==> src/source/neuronPkg.sv <==
`default_nettype none

package neuronPkg;

    ////////////////////////////////////////////////////////////
    // fixed point format
    ////////////////////////////////////////////////////////////

    // v, u and synaptic current share one word, 2.16 two's complement
    localparam int stateWidth = 18;

    // spike and event counters
    localparam int countWidth = 16;

    ////////////////////////////////////////////////////////////
    // izhikevich constants
    ////////////////////////////////////////////////////////////

    // a = 1/8, b = 1/4 as right shifts
    localparam logic [3:0] shiftA = 4'd3;
    localparam logic [3:0] shiftB = 4'd2;

    // after-spike potential, -0.65
    localparam logic signed [stateWidth-1:0] resetC = 18'sh3_599A;
    // recovery bump per spike, 0.08
    localparam logic signed [stateWidth-1:0] bumpD = 18'sh0_147A;
    // firing level, +0.30
    localparam logic signed [stateWidth-1:0] spikeThreshold = 18'sh0_4CCC;

    // synapse: fixed weight per event, decay by 1/4 per frame
    localparam logic [stateWidth-1:0] synWeight = 18'h0_1000;
    localparam logic [3:0] synTau = 4'd2;

    ////////////////////////////////////////////////////////////
    // slot phases, in the order the sequencer walks them
    ////////////////////////////////////////////////////////////
    localparam logic [1:0] phaseAdvance = 2'd0;
    localparam logic [1:0] phaseRead = 2'd1;
    localparam logic [1:0] phaseCompute = 2'd2;
    localparam logic [1:0] phaseWrite = 2'd3;

endpackage

`default_nettype wire

==> src/source/phaseSequencer.sv <==
`timescale 1ns/1ps
`default_nettype none

module phaseSequencer #(
    parameter int indexWidth = 4
) (
    input wire rawclk,
    input wire rstN,
    input wire [31:0] halfCnt,
    output logic tick,
    output logic [1:0] phase,
    output logic [indexWidth-1:0] neuronIndex,
    output logic frameDone
);

    // delay counter for the tick enable
    logic [31:0] delayCnt;
    // low two bits phase, upper bits neuron index
    logic [indexWidth+1:0] slotCnt;
    // set once the slot counter has wrapped
    logic wrapSeen;

    ////////////////////////////////////////////////////////////
    // tick enable, one cycle every halfCnt+1 cycles
    ////////////////////////////////////////////////////////////
    always_ff @(posedge rawclk or negedge rstN) begin
        if (!rstN) begin
            delayCnt <= '0;
            tick <= 1'b0;
        end else if (delayCnt >= halfCnt) begin
            // >= so a smaller halfCnt takes effect at once
            delayCnt <= '0;
            tick <= 1'b1;
        end else begin
            delayCnt <= delayCnt + 32'd1;
            tick <= 1'b0;
        end
    end

    ////////////////////////////////////////////////////////////
    // slot counter
    ////////////////////////////////////////////////////////////
    always_ff @(posedge rawclk or negedge rstN) begin
        if (!rstN) begin
            slotCnt <= '0;
            wrapSeen <= 1'b0;
        end else if (tick) begin
            slotCnt <= slotCnt + 1'b1;
            // last write tick of the pool
            if (&slotCnt) begin
                wrapSeen <= 1'b1;
            end
        end
    end

    assign phase = slotCnt[1:0];
    assign neuronIndex = slotCnt[indexWidth+1:2];

    // advance tick of neuron 0, skipped before the first full frame
    assign frameDone = tick && wrapSeen && (phase == neuronPkg::phaseAdvance)
                       && (neuronIndex == '0);

endmodule

`default_nettype wire

==> config.mk <==
export PLATFORM = sky130hd
export DESIGN_NAME = phaseSequencer
export DESIGN_NICKNAME = d
export VERILOG_FILES = /design/src/source/neuronPkg.sv /design/src/source/phaseSequencer.sv
export SDC_FILE = /design/constraint.sdc
export NUM_CORES = 1
export LEC_CHECK = 0
export BUFFER_PORTS_ARGS = -buffer_cell sky130_fd_sc_hd__buf_4
export CORE_MARGIN = 2
export CORE_UTILIZATION = 55
export CTS_BUF_LIST = sky130_fd_sc_hd__clkbuf_4 sky130_fd_sc_hd__clkbuf_8
export DETAILED_ROUTE_END_ITERATION = 12
export PLACE_DENSITY = 0.76
export SYNTH_ARGS = -nofsm -noshare
export SYNTH_HDL_FRONTEND = slang
export SYNTH_SLANG_ARGS = --single-unit
==> constraint.sdc <==
create_clock -name rawclk -period 3.15 [get_ports rawclk]
set_input_delay 0.63 -clock rawclk [delete_from_list [all_inputs] [get_ports rawclk]]
set_output_delay 0.63 -clock rawclk [all_outputs]
set_load 0.1 [all_outputs]
# After elaboration in Yosys (flattened, before gate mapping)
# Index checks and enable logic that the tools add are counted.
dict set report totals {
  input_bits 34
  out_inout_bits 8
  ff_bits 40
  elab_cells 15
}
dict set report op_classes {
  reduce_logical 6
  n_mux 2
  n_lt_le_gt_ge 1
  add_sub_neg 2
}
# op count
set op_table {}
lappend op_table {{32-bit by 1-bit adder with 32-bit output, second input constant} 1}
lappend op_table {{32-bit >= comparator} 1}
lappend op_table {{32-bit 2-to-1 mux} 1}
lappend op_table {{7-bit AND reduction} 1}
lappend op_table {{6-bit by 1-bit adder with 6-bit output, second input constant} 1}
lappend op_table {{4-bit zero test} 1}
lappend op_table {{1-bit logical AND} 3}
lappend op_table {{2-bit zero test} 1}
lappend op_table {{1-bit 2-to-1 mux} 1}

# Longest topological paths before layout
# Gate-level depths: netlist (run 1).
dict set report logic_depth {
  word_depth 3
  depth_mapped 8
}

# Worst setup path before layout (run 1)
# OpenSTA, ideal clock, no wires.
dict set report synth_timing {
  path_type {register -> output}
  startpoint {reg tick}
  endpoint {out frameDone}
  arrival_ns 4.391
  path_slack_ns -1.871
  stages_incl_launch_ff 4
  path_cell_list {dfrtp_1 clkbuf_1 nand3_1 nor4b_1}
}
dict set report synth_between {
  elab_chain_cells 3
}
# element line
set synth_lines {}
lappend synth_lines {{from (decl)} phaseSequencer.sv:10} ;# output logic tick,
lappend synth_lines {{from (signal assigned)} phaseSequencer.sv:29} ;# tick <= 1'b0;
lappend synth_lines {{from (signal assigned)} phaseSequencer.sv:33} ;# tick <= 1'b1;
lappend synth_lines {{from (signal assigned)} phaseSequencer.sv:36} ;# tick <= 1'b0;
lappend synth_lines {{1-bit logical AND (2 in series)} phaseSequencer.sv:60} ;# assign frameDone = tick && wrapSeen && (phase == neuronPkg::phaseAdvance)
lappend synth_lines {{1-bit logical AND} phaseSequencer.sv:61} ;# && (neuronIndex == '0);
lappend synth_lines {{to (decl)} phaseSequencer.sv:13} ;# output logic frameDone
# No other way between the ends.

# Worst setup path after layout (run 1)
dict set report layout_timing {
  startpoint {reg delayCnt[14]}
  endpoint {reg delayCnt[27]}
}
dict set report layout_between {
  elab_chain_cells 2
  elab_cells_between_ends 3
}
# element line
set layout_lines {}
lappend layout_lines {{from (decl)} phaseSequencer.sv:17} ;# logic [31:0] delayCnt;
lappend layout_lines {{from (signal assigned)} phaseSequencer.sv:35} ;# delayCnt <= delayCnt + 32'd1;
lappend layout_lines {{32-bit by 1-bit adder with 32-bit output / 32-bit >= comparator (equally long branches)} {phaseSequencer.sv:35, phaseSequencer.sv:30}}
lappend layout_lines {{32-bit 2-to-1 mux (*)} phaseSequencer.sv:30} ;# end else if (delayCnt >= halfCnt) begin
# Mark *: on every way between the ends. The rest lies on a longest branch, timed or not.
# A chain may end at the register's enable or synchronous reset.

==> run summary, run 1 <==
====================================================================================
Status ................................................................ finished, final reports clean
Number of sinks on the clock net ......................................           40
Overall power after layout ............................................      1.80 mW
CTS clk-pin slew, worst paths .........................................        70 ps
Reg2reg start ......................................................... delayCnt[14]
Core area .............................................................    4790 um^2
RSZ-0062 raised after global routing ..................................        false
Fmax ..................................................................      368 MHz
CP delay by family, top ............................................... simple AND/OR/NAND/NOR gates
Buffer count from post-CTS setup fixing ...............................            0
Static Leak ...........................................................      1.64 nW
Area after DPL ........................................................    3150 um^2
Grt ovf ...............................................................            0
DRC violations left ...................................................            0
Syn Nets ..............................................................          373
Number of flops mapped to enable cells by yosys .......................            0
Antenna diode instance count ..........................................            0
Crit path time final ..................................................      2720 ps
Number of DRC markers after the initial detailed-route iteration ......          130
CP Cell Sequence ...................................................... ha_1 > nand4_1 > nor3_2 > or4b_1 > a311oi_4 > buf_4 > nor3_1
Std-Cell Rows .........................................................           25
Layout Nets ...........................................................          416
H-tree levels .........................................................            2
Total number of vias ..................................................         2265
Number of global-route vias before repair .............................         2175
Max-slew violations ...................................................            0
Post-detailed-placement half-perimeter wirelength .....................      4280 um
Critical path buffer and inverter count ...............................            1
# placed instances ....................................................          407
Worst Path Class, Setup ............................................... register to register
Most frequent cell after synthesis ....................................      dfrtp_1
Crit path launch type .................................................     register
Die X-Extent ..........................................................      75.1 um
Clock tree from TritonCTS .............................................        built
Flop and latch count out of synthesis .................................           40
MaxCap Viol Count .....................................................            0
Global router's overall resource usage ................................        22.1%
Critical path's slowest cell ..........................................     a311oi_4
Type of the tightest min-delay check .................................. input pin to asynchronous set/reset pin
Post-synthesis cell area ..............................................    2780 um^2
Crit share post-route .................................................        86.3%
Slew @ Worst Pin ......................................................       848 ps
Most frequently used flop master after synthesis ......................      dfrtp_1
Residual antenna-violating net count after detailed routing ...........            0
Accumulated negative setup slack ......................................         0 ps
Total area of multi-input combinational cells .........................    1580 um^2
Yosys cell types ......................................................           36
Maximum resistive drop on vdd .........................................     0.433 mV
GP Congestion .........................................................        0.803
CP arrival ............................................................      2870 ps
Share of layout cells above drive strength 1 ..........................        17.6%
Clock Root Buffer .....................................................     clkbuf_8
Setup violation total in the final timing report ......................            0
Largest area contributor in the synthesized netlist ...................      dfrtp_1
Proportion of netlist area held by the largest area contributor .......        36.0%
Synthesized area per cell .............................................    9.14 um^2
Routed WL per cell ....................................................      13.5 um
Total clock buffers created by CTS ....................................            5
Later-pin clock latency in the skew report ............................       280 ps
Number of top-level design ports ......................................           42
Slowest cell delay on critical path ...................................       570 ps
Normalized max-slew margin ............................................        43.3%
Number of hold-slack violations in the final timing report ............            0
Port bufs .............................................................           41
Utilization of the core after routing .................................        67.5%
Antenna violations before repair ......................................            0
Post-cts sizing count .................................................            0
Share of flip-flops with an asynchronous set or reset after synthesis .         100%
Internal reg-to-reg setup slack .......................................       430 ps
Power Dens Cells ......................................................  558 nW/um^2
Vias per std cell .....................................................         5.47
Final wirelength ......................................................      5610 um
# fillers .............................................................          430
Wire length of the first global-routing pass ..........................      9610 um
Number of optimization iterations in the first detailed-route pass ....            4
Number of non-filler instances in the completed layout ................          414
Critical path peak fanout .............................................           12
Maximum clock insertion buffer count ..................................            2
Area of the die .......................................................    5630 um^2
Pin count of the biggest net entering global routing ..................           41
Yosys warning total ...................................................            0
Quantity of hold-fixing buffers added after cts .......................            0
Mapped Cells ..........................................................          304
Sequential fraction of the synthesis area .............................        36.0%
Launching element of the worst setup path ............................. delayCnt[14]
Area occupied by registers ............................................    1000 um^2
Final cell area excluding filler cells ................................    3230 um^2
Data required time of the worst path ..................................      3300 ps
Die Y-Extent ..........................................................      75.1 um
Synth area leaders .................................................... dfrtp_1 36%, ha_1 16%, nor3_1 6.3%
Area added between synthesis and finish ...............................        16.2%
Clk_skew ..............................................................      2.06 ps
Commonest cells post-synth ............................................ 40 x dfrtp_1, 39 x inv_1, 35 x ha_1, 35 x nor3_1, 22 x nand2_1
Starting utilization of the core area .................................        58.0%
Crit end category .....................................................     register
====================================================================================
-- cells in the final DEF, fill, tap and decap left out, types with 2 or more instances in the layout --
cell and instances:
nor3_2 3, clkbuf_8 5, nand3_1 14, a21o_1 3
and4_1 2, ha_1 35, a211oi_1 2, dfrtp_1 40
a21oi_1 12, xor2_1 15, inv_1 39, nor3_1 35
nand2_1 22, nand4_1 14, nor2_1 10, xnor2_1 20
and3_1 4, buf_4 45, nor4_1 5, o21ai_0 6
-- per-layer routing --
metal  part of all wire [%]  track usage [%]  up-vias  routed length (um)
li1                       -                -     1139                   -
met4                    1.2             5.75        0                  65
met1                     46             29.1     1079                2580
met2                     50             38.5       41                2810
met3                    2.8             2.81        6                 156
met5                      0                0        -                   0
-- cell families after synthesis --
| kind of cell | Yosys count | share of synthesized area (%) |
|---|---|---|
| adders and majority gates | 35 | 15.8 |
| DFF | 40 | 36.0 |
| xor gates and xnor gates | 35 | 11.0 |
| and+or+nand+nor | 117 | 22.5 |
| buffers and inverters | 48 | 7.84 |
| AOI/OAI and AO/OA | 29 | 6.85 |
-- report_power, final --
| part | switching [mW] | internal (mW) | total, mW |
|---|---|---|---|
| Clock | 0.162 | 0.159 | 0.321 |
| Sequential | 0.170 | 0.623 | 0.793 |
| Combinational | 0.430 | 0.259 | 0.689 |
-- worst paths after layout --
check                               end  depth (start not counted)
hold / removal             delayCnt[27]                          1
max in group asynchronous   delayCnt[1]                          1
setup reg to reg           delayCnt[27]                          7
hold reg to reg                wrapSeen                          1
setup / recovery           delayCnt[27]                          7
min in group rawclk            wrapSeen                          1
-- worst reg2reg max path: cells and delay by family (launching register included) --
kind	cells	cell delay, ps
AO/OA/AOI/OAI	1	570
AND/OR/NAND/NOR	4	960
buffers and inverters	1	290
flip-flops	1	450
adder cells (fa/ha/maj)	1	320
-- layout make-up --
type | count | area share [%]
Clock buffer | 6 | 2.36
Clock inverter | 1 | 0.155
Timing Repair Buffer | 45 | 10.5
Inverter | 39 | 4.53
Tap cell | 67 | 2.60
Multi-Input combinational cell | 216 | 48.9
Sequential cell | 40 | 31.0
-- state kept, by name, summed over array words and instances, names as in the netlist --
| name | count |
|---|---|
| wrapSeen | 1 |
| tick | 1 |
| slotCnt | 6 |
| delayCnt | 32 |
-- stage by stage --
step                worst slack [ps]  hold WS, ps
floorplan                        122          334
global placement                 288          442
detailed placement               168          449
CTS                              432          330
global route                     303          359
finish                           431          317
Note: power is estimated with default switching activity, not from simulation.
==> run 2, diff against run 1 <==
- BUFFER_PORTS_ARGS: -buffer_cell sky130_fd_sc_hd__buf_4 -> -buffer_cell sky130_fd_sc_hd__buf_2
- MAX_ROUTING_LAYER: not set -> met4
- PLACE_DENSITY: 0.76 -> 0.77
==> run 2 against run 1 <==
  * Fmax rose by 2.4%
  * Non-clock buffer count unchanged
  * Flip-flop and latch count stayed put
  * Highest routed layer unchanged
  * Register-to-register slack improved by 60 ps
  * Utilization decreased by 2.1 points
  * Final cell count unchanged
  * Global-route usage shrank 0.28 points
  * First-iteration DRC count shrank 5.4%
  * Sequential share of layout area up 1.0 points
  * Wire length down 1.8%
  * Largest cell class unchanged
  * Clock-buffer cell count did not move
  * Power shrank 1.5%
==> run summary, run 2 (synthesis results as in run 1) <==
==================================================================================
Post-cts sizing count ...............................................            0   unchanged
Crit share post-route ...............................................        84.3%   -2.0 points
Regs by FF count .................................................... delayCnt x32, slotCnt x6
GP Congestion .......................................................        0.832   +3.7%
Post-detailed-placement half-perimeter wirelength ...................      4230 um   -1.2%
CP arrival ..........................................................      2820 ps   -50 ps
Vias per std cell ...................................................         5.38   -1.6%
Maximum clock insertion buffer count ................................            2   unchanged
Capture instance of the worst register-to-register path ............. delayCnt[20]
Grt ovf .............................................................            0   unchanged
Utilization of the core after routing ...............................        65.3%   -2.1 points
Fmax ................................................................      377 MHz   +2.4%
Slew @ Worst Pin ....................................................       880 ps   +32.2 ps
Static Leak .........................................................      1.61 nW   -1.9%
Worst Path Class, Setup ............................................. register to register
Cell depth of the worst flop-to-flop path ...........................            7   unchanged
Area after DPL ......................................................    3040 um^2   -3.3%
CTS clk-pin slew, worst paths .......................................        70 ps   about the same
Number of sinks on the clock net ....................................           40   unchanged
Launching element of the worst setup path ........................... delayCnt[14]
Most common cell after layout, fill and taps aside ..................        buf_2
Area added between synthesis and finish .............................        12.5%
Net switching power .................................................     0.762 mW   about the same
Number of optimization iterations in the first detailed-route pass ..            4   unchanged
Crit path launch type ...............................................     register
Flip-flop count of the largest register, all copies and words added .           32   unchanged
Port bufs ...........................................................           41   unchanged
Max-slew violations .................................................            0   unchanged
Pin count of the biggest net entering global routing ................           41   unchanged
Die X-Extent ........................................................      75.1 um   unchanged
Internal reg-to-reg setup slack .....................................       490 ps   +60 ps
Data required time of the worst path ................................      3310 ps   about the same
Buffer count from post-CTS setup fixing .............................            0   unchanged
Final wirelength ....................................................      5510 um   -1.8%
Number of top-level design ports ....................................           42   unchanged
Capture point of the worst path ..................................... delayCnt[20]
Antenna violations before repair ....................................            0   unchanged
Crit end category ...................................................     register
Status .............................................................. finished, final reports clean
Most frequent cells in the layout ................................... 41 x buf_2, 40 x dfrtp_1, 39 x inv_1
Quantity of hold-fixing buffers added after cts .....................            0   unchanged
Setup violation total in the final timing report ....................            0   unchanged
Antenna diode instance count ........................................            0   unchanged
Starting utilization of the core area ...............................        58.0%   unchanged
H-tree levels .......................................................            2   unchanged
Clock tree from TritonCTS ...........................................        built
Share of layout cells above drive strength 1 ........................        17.6%   unchanged
Routed WL per cell ..................................................      13.3 um   -1.8%
Internal power ......................................................      1.01 mW   -2.5%
Global router's overall resource usage ..............................        21.8%   -0.28 points
Later-pin clock latency in the skew report ..........................       290 ps   about the same
Number of global-route vias before repair ...........................         2068   -4.9%
Critical path peak fanout ...........................................           13   +1
Fraction of power consumed by combinational cells ...................        37.1%   -1.1 points
Total clock buffers created by CTS ..................................            5   unchanged
Biggest register ....................................................     delayCnt
Switch share ........................................................        42.9%   +0.63 points
MaxCap Viol Count ...................................................            0   unchanged
Wire length of the first global-routing pass ........................      9080 um   -5.5%
Core area ...........................................................    4790 um^2   unchanged
Clock Root Buffer ...................................................     clkbuf_8
RSZ-0062 raised after global routing ................................        false
Normalized max-slew margin ..........................................        41.3%   -2.0 points
Number of hold-slack violations in the final timing report ..........            0   unchanged
DRC violations left .................................................            0   unchanged
Total number of vias ................................................         2228   -1.6%
Power Dens Cells ....................................................  568 nW/um^2   +1.8%
Crit path time final ................................................      2660 ps   -63.8 ps
Die Y-Extent ........................................................      75.1 um   unchanged
Type of the tightest min-delay check ................................ input pin to asynchronous set/reset pin
Number of DRC markers after the initial detailed-route iteration ....          123   -5.4%
Area of the die .....................................................    5630 um^2   unchanged
Final cell area excluding filler cells ..............................    3130 um^2   -3.2%
Reg2reg start ....................................................... delayCnt[14]
Std-Cell Rows .......................................................           25   unchanged
Layout Nets .........................................................          416   unchanged
Clk_skew ............................................................      4.00 ps   +1.94 ps
Accumulated negative setup slack ....................................         0 ps   unchanged
Residual antenna-violating net count after detailed routing .........            0   unchanged
Maximum resistive drop on vdd .......................................     0.623 mV   +44%
Clock power frac ....................................................        18.6%   +0.8 points
Share of power burned in registers ..................................        44.3%   +0.3 points
==================================================================================
==> run 2: cell count changes in the layout (fill, tap and decap cells not counted) <==
cell,before,now
buf_4,45,4
buf_2,0,41
==> run 2: through the flow <==
stage	power (mW)	hold WS (ps)	instances	setup WS, ps
6_report	1.78	456	414	495
5_1_grt	1.90	488	414	394
4_1_cts	1.79	465	414	496
3_5_place_dp	1.46	449	407	225
3_3_place_gp	1.43	444	407	345
2_1_floorplan	1.29	334	304	122
==> run 2: worst min path at each step <==
stage	slack, ps	from	end	cells past startpoint
finish	460	rstN	delayCnt[27]	1
floorplan	330	rstN	delayCnt[0]	0
CTS	460	wrapSeen	wrapSeen	1
global route	490	wrapSeen	wrapSeen	1
detailed placement	450	wrapSeen	wrapSeen	1
global placement	440	wrapSeen	wrapSeen	1
==> run 2: final cells by class <==
cell class | count | area [um^2]
fill | 424 | 1660
multi-input combinational | 216 | 1580
sequential | 40 | 1000
timing repair buffer | 45 | 235
inverter | 39 | 146
tap | 67 | 83.8
clock buffer | 6 | 76.3
clock inverter | 1 | 5.00
==> run 2: power groups by stage <==
| stage | Combinational, mW | Clock [mW] | Sequential [mW] |
|---|---|---|---|
| floorplan | 0.344 | 0 | 0.942 |
| global placement | 0.647 | 0 | 0.785 |
| detailed placement | 0.666 | 0 | 0.794 |
| CTS | 0.669 | 0.334 | 0.786 |
| global route | 0.736 | 0.356 | 0.803 |
| finish | 0.659 | 0.330 | 0.788 |
==> run 2: worst max-delay path, cell delays in order (launching register included) <==
cell	delay [ps]
dfrtp_1	450
ha_1	320
nand4_1	170
nor3_2	270
or4b_1	510
a311oi_4	460
buf_4	280
nor3_1	70
==> run 2: metal layers <==
metal	vias up	global-route usage, %	part of all wire [%]	wire (um)
li1	1140	-	-	-
met1	1027	27.5	46	2510
met2	53	36.0	49	2680
met3	8	3.75	4.3	236
met4	0	6.55	1.5	80
met5	-	-	0	0
==> run 3, diff against run 2 <==
- ABC_AREA: not set -> 1
- CORE_UTILIZATION: 55 -> 54
- PLACE_DENSITY: 0.77 -> 0.79
- clock period: 3.15 -> 2.2 ns (I/O delays scaled with it)
==> run 3 against run 2 <==
  * Area after synthesis is 9.2% higher
  * Design area up 11%
  * Final cell count grew 24%
  * Register-to-register slack lost 170 ps
  * Flip-flop and latch count stayed put
  * Critical path depth decreased by 2
  * Sequential share of layout area down 2.8 points
  * Sequential power is 6.2% lower
  * Worst hold slack worse by 340 ps
  * Clock-buffer cell count unchanged
  * Critical endpoint is now frameDone
  * Wire length is 11% higher
==> run summary, run 3 <==
====================================================================================
Launching element of the worst setup path .............................   slotCnt[0]
Number of hold-slack violations in the final timing report ............            0   unchanged
Crit path time final ..................................................      2140 ps
Residual antenna-violating net count after detailed routing ...........            0   unchanged
Later-pin clock latency in the skew report ............................       300 ps   about the same
Utilization of the core after routing .................................        63.4%   -1.9 points
Area after DPL ........................................................    3380 um^2   +11%
Routed WL per cell ....................................................      11.9 um   -10%
Setup violation total in the final timing report ......................            0   unchanged
Data required time of the worst path ..................................      1760 ps   -1550 ps
Most frequently used flop master after synthesis ......................      dfrtp_1
Maximum resistive drop on vdd .........................................     0.247 mV   -60%
Number of top-level design ports ......................................           42   unchanged
Antenna violations before repair ......................................            0   unchanged
Crit end category ..................................................... primary output
Biggest register ......................................................     delayCnt
Wire length of the first global-routing pass ..........................     10500 um   +16%
Number of sinks on the clock net ......................................           40   unchanged
Post-Place Worst Slack ................................................       205 ps   -19.8 ps
Most common cell after layout, fill and taps aside ....................      nand2_1
Reg2reg start .........................................................  delayCnt[5]
Commonest cells post-synth ............................................ 81 x nand2_1, 62 x nor2_1, 61 x inv_1
Synth area leaders .................................................... dfrtp_1 33%, ha_1 14%, nand2_1 10%
Crit path launch type .................................................     register
Share of layout cells above drive strength 1 ..........................        20.2%   +2.6 points
Mapped Cells ..........................................................          394   +30%
Normalized max-slew margin ............................................        64.1%   +23 points
Final wirelength ......................................................      6130 um   +11%
Area added between synthesis and finish ...............................        14.4%
CP arrival ............................................................      1700 ps   -1120 ps
Crit share post-route .................................................        97.2%
CTS clk-pin slew, worst paths .........................................        80 ps   about the same
Clock tree from TritonCTS .............................................        built
Regs by FF count ...................................................... delayCnt x32, slotCnt x6
Power Dens Cells ......................................................  391 nW/um^2   -31%
Yosys warning total ...................................................            0   unchanged
Share of flip-flops with an asynchronous set or reset after synthesis .         100%   unchanged
Total number of vias ..................................................         2520   +13%
Number of flops mapped to enable cells by yosys .......................            0   unchanged
Pin count of the biggest net entering global routing ..................           34   -17%
RSZ-0062 raised after global routing ..................................        false
# fillers .............................................................          491   +16%
Proportion of netlist area held by the largest area contributor .......        33.0%   -3.0 points
Clk_skew ..............................................................      10.6 ps   +6.61 ps
Status ................................................................ finished, final reports clean
Die X-Extent ..........................................................      79.0 um   +5.2%
Layout Nets ...........................................................          509   +22%
Fmax ..................................................................      467 MHz
Critical path peak fanout .............................................            5   -8
H-tree levels .........................................................            2   unchanged
Clock Root Buffer .....................................................     clkbuf_8
Slew @ Worst Pin ......................................................       539 ps   -341 ps
Post-cts sizing count .................................................            0   unchanged
Type of the tightest min-delay check .................................. input pin to asynchronous set/reset pin
Internal power ........................................................      1.03 mW   +1.8%
Switch share ..........................................................        23.9%   -19 points
MaxCap Viol Count .....................................................            0   unchanged
Yosys cell types ......................................................           25   -31%
Global router's overall resource usage ................................        21.8%   about the same
Worst Path Class, Setup ............................................... register to primary output
Share of power burned in registers ....................................        54.5%   +10 points
Clock power frac ......................................................        37.3%   +19 points
Final cell area excluding filler cells ................................    3470 um^2   +11%
Flop and latch count out of synthesis .................................           40   unchanged
Syn Nets ..............................................................          463   +24%
Core area .............................................................    5470 um^2   +14%
Number of non-filler instances in the completed layout ................          513   +24%
Antenna diode instance count ..........................................            0   unchanged
Sequential fraction of the synthesis area .............................        33.0%   -3.0 points
Post-detailed-placement half-perimeter wirelength .....................      5080 um   +20%
Std-Cell Rows .........................................................           27   +8.0%
Max-slew violations ...................................................            0   unchanged
Vias per std cell .....................................................         4.91   -8.7%
Most frequent cell after synthesis ....................................      nand2_1
Starting utilization of the core area .................................        55.4%   -2.6 points
Number of optimization iterations in the first detailed-route pass ....            4   unchanged
Number of DRC markers after the initial detailed-route iteration ......           99   -20%
Fraction of power consumed by combinational cells .....................         8.2%   -29 points
Buffer count from post-CTS setup fixing ...............................            0   unchanged
Static Leak ...........................................................      1.78 nW   +10%
Post-synthesis cell area ..............................................    3030 um^2   +9.2%
# placed instances ....................................................          505   +24%
GP Congestion .........................................................        0.923   +11%
Net switching power ...................................................     0.324 mW   -58%
Area of the die .......................................................    6230 um^2   +11%
Worst Setup Slack, final ..............................................      60.8 ps   -434 ps
Most frequent cells in the layout ..................................... 81 x nand2_1, 62 x nor2_1, 59 x inv_1
Total clock buffers created by CTS ....................................            5   unchanged
Maximum clock insertion buffer count ..................................            2   unchanged
Quantity of hold-fixing buffers added after cts .......................            0   unchanged
Flip-flop count of the largest register, all copies and words added ...           32   unchanged
Grt ovf ...............................................................            0   unchanged
Synthesized area per cell .............................................    7.70 um^2   -16%
Die Y-Extent ..........................................................      79.0 um   +5.2%
Number of global-route vias before repair .............................         2452   +19%
DRC violations left ...................................................            0   unchanged
Port bufs .............................................................           41   unchanged
Largest area contributor in the synthesized netlist ...................      dfrtp_1
====================================================================================
-- run 3: changes by cell type after synthesis, sizes merged, moves of 6 or more --
cell	change
nand2	+69
nor2	+64
nor3	-27
inv	+25
xnor2	-11
xor2	+9
nand4	-6
-- run 3: through the flow --
step           hold WS (ps)  total power, mW  setup TNS [ps]
2_1_floorplan           144            0.811            -261
3_3_place_gp            443            0.862               0
3_5_place_dp            455            0.868               0
4_1_cts                 136             1.37               0
5_1_grt                 155             1.41               0
6_report                112             1.36               0
-- run 3: area by class of cell --
cell class / instances / area (um^2) / share of cell area (%)
Tap cell: 72 / 90.1 / 2.59
Inverter: 64 / 240 / 6.92
Clock buffer: 6 / 82.6 / 2.38
Multi-Input combinational cell: 286 / 1790 / 51.5
Clock inverter: 2 / 10.0 / 0.288
Sequential cell: 40 / 1010 / 29.2
Timing Repair Buffer: 43 / 248 / 7.14
-- run 3: metal layers --
| layer | GRT usage [%] | wire length (um) | vias up |
|---|---|---|---|
| met5 | - | 0 | - |
| met2 | 38.9 | 3150 | 39 |
| met4 | 7.24 | 116 | 0 |
| met1 | 25.1 | 2690 | 1151 |
| li1 | - | - | 1319 |
| met3 | 3.41 | 177 | 11 |
-- run 3: power by group through the flow --
| stage | logic, mW | clock network, mW | registers, mW |
|---|---|---|---|
| after floorplan | 0.0469 | 0 | 0.764 |
| after global placement | 0.108 | 0 | 0.754 |
| after detailed placement | 0.114 | 0 | 0.754 |
| after CTS | 0.114 | 0.516 | 0.739 |
| after global routing | 0.130 | 0.539 | 0.740 |
| final | 0.111 | 0.506 | 0.739 |
-- run 3: path summary, 6_finish.rpt --
| kind | endpoint | slack [ps] | cells past startpoint |
|---|---|---|---|
| max | frameDone | 60 | 5 |
| min | slotCnt[0] | 110 | 1 |
| max reg2reg | delayCnt[25] | 320 | 13 |
| min reg2reg | wrapSeen | 490 | 2 |
| max in group asynchronous | delayCnt[14] | 1460 | 2 |
| min in group rawclk | wrapSeen | 490 | 2 |
-- run 3: critical path, cell delays in order, from the launching register on --
cell	delay, ps
dfrtp_4	510
inv_2	60
ha_1	140
nand4_1	150
nor4_4	310
buf_12	220
-- run 3: logic make-up (layout without fill, tap and decap cells) --
group | after synthesis | count (layout) | share of synthesized area, %
xor+xnor | 33 | 33 | 9.53
simple gates | 195 | 195 | 30.5
buf+inv | 68 | 115 | 8.62
flops | 40 | 40 | 33.0
fa+ha+maj | 35 | 35 | 14.4
compound gates | 23 | 23 | 3.96
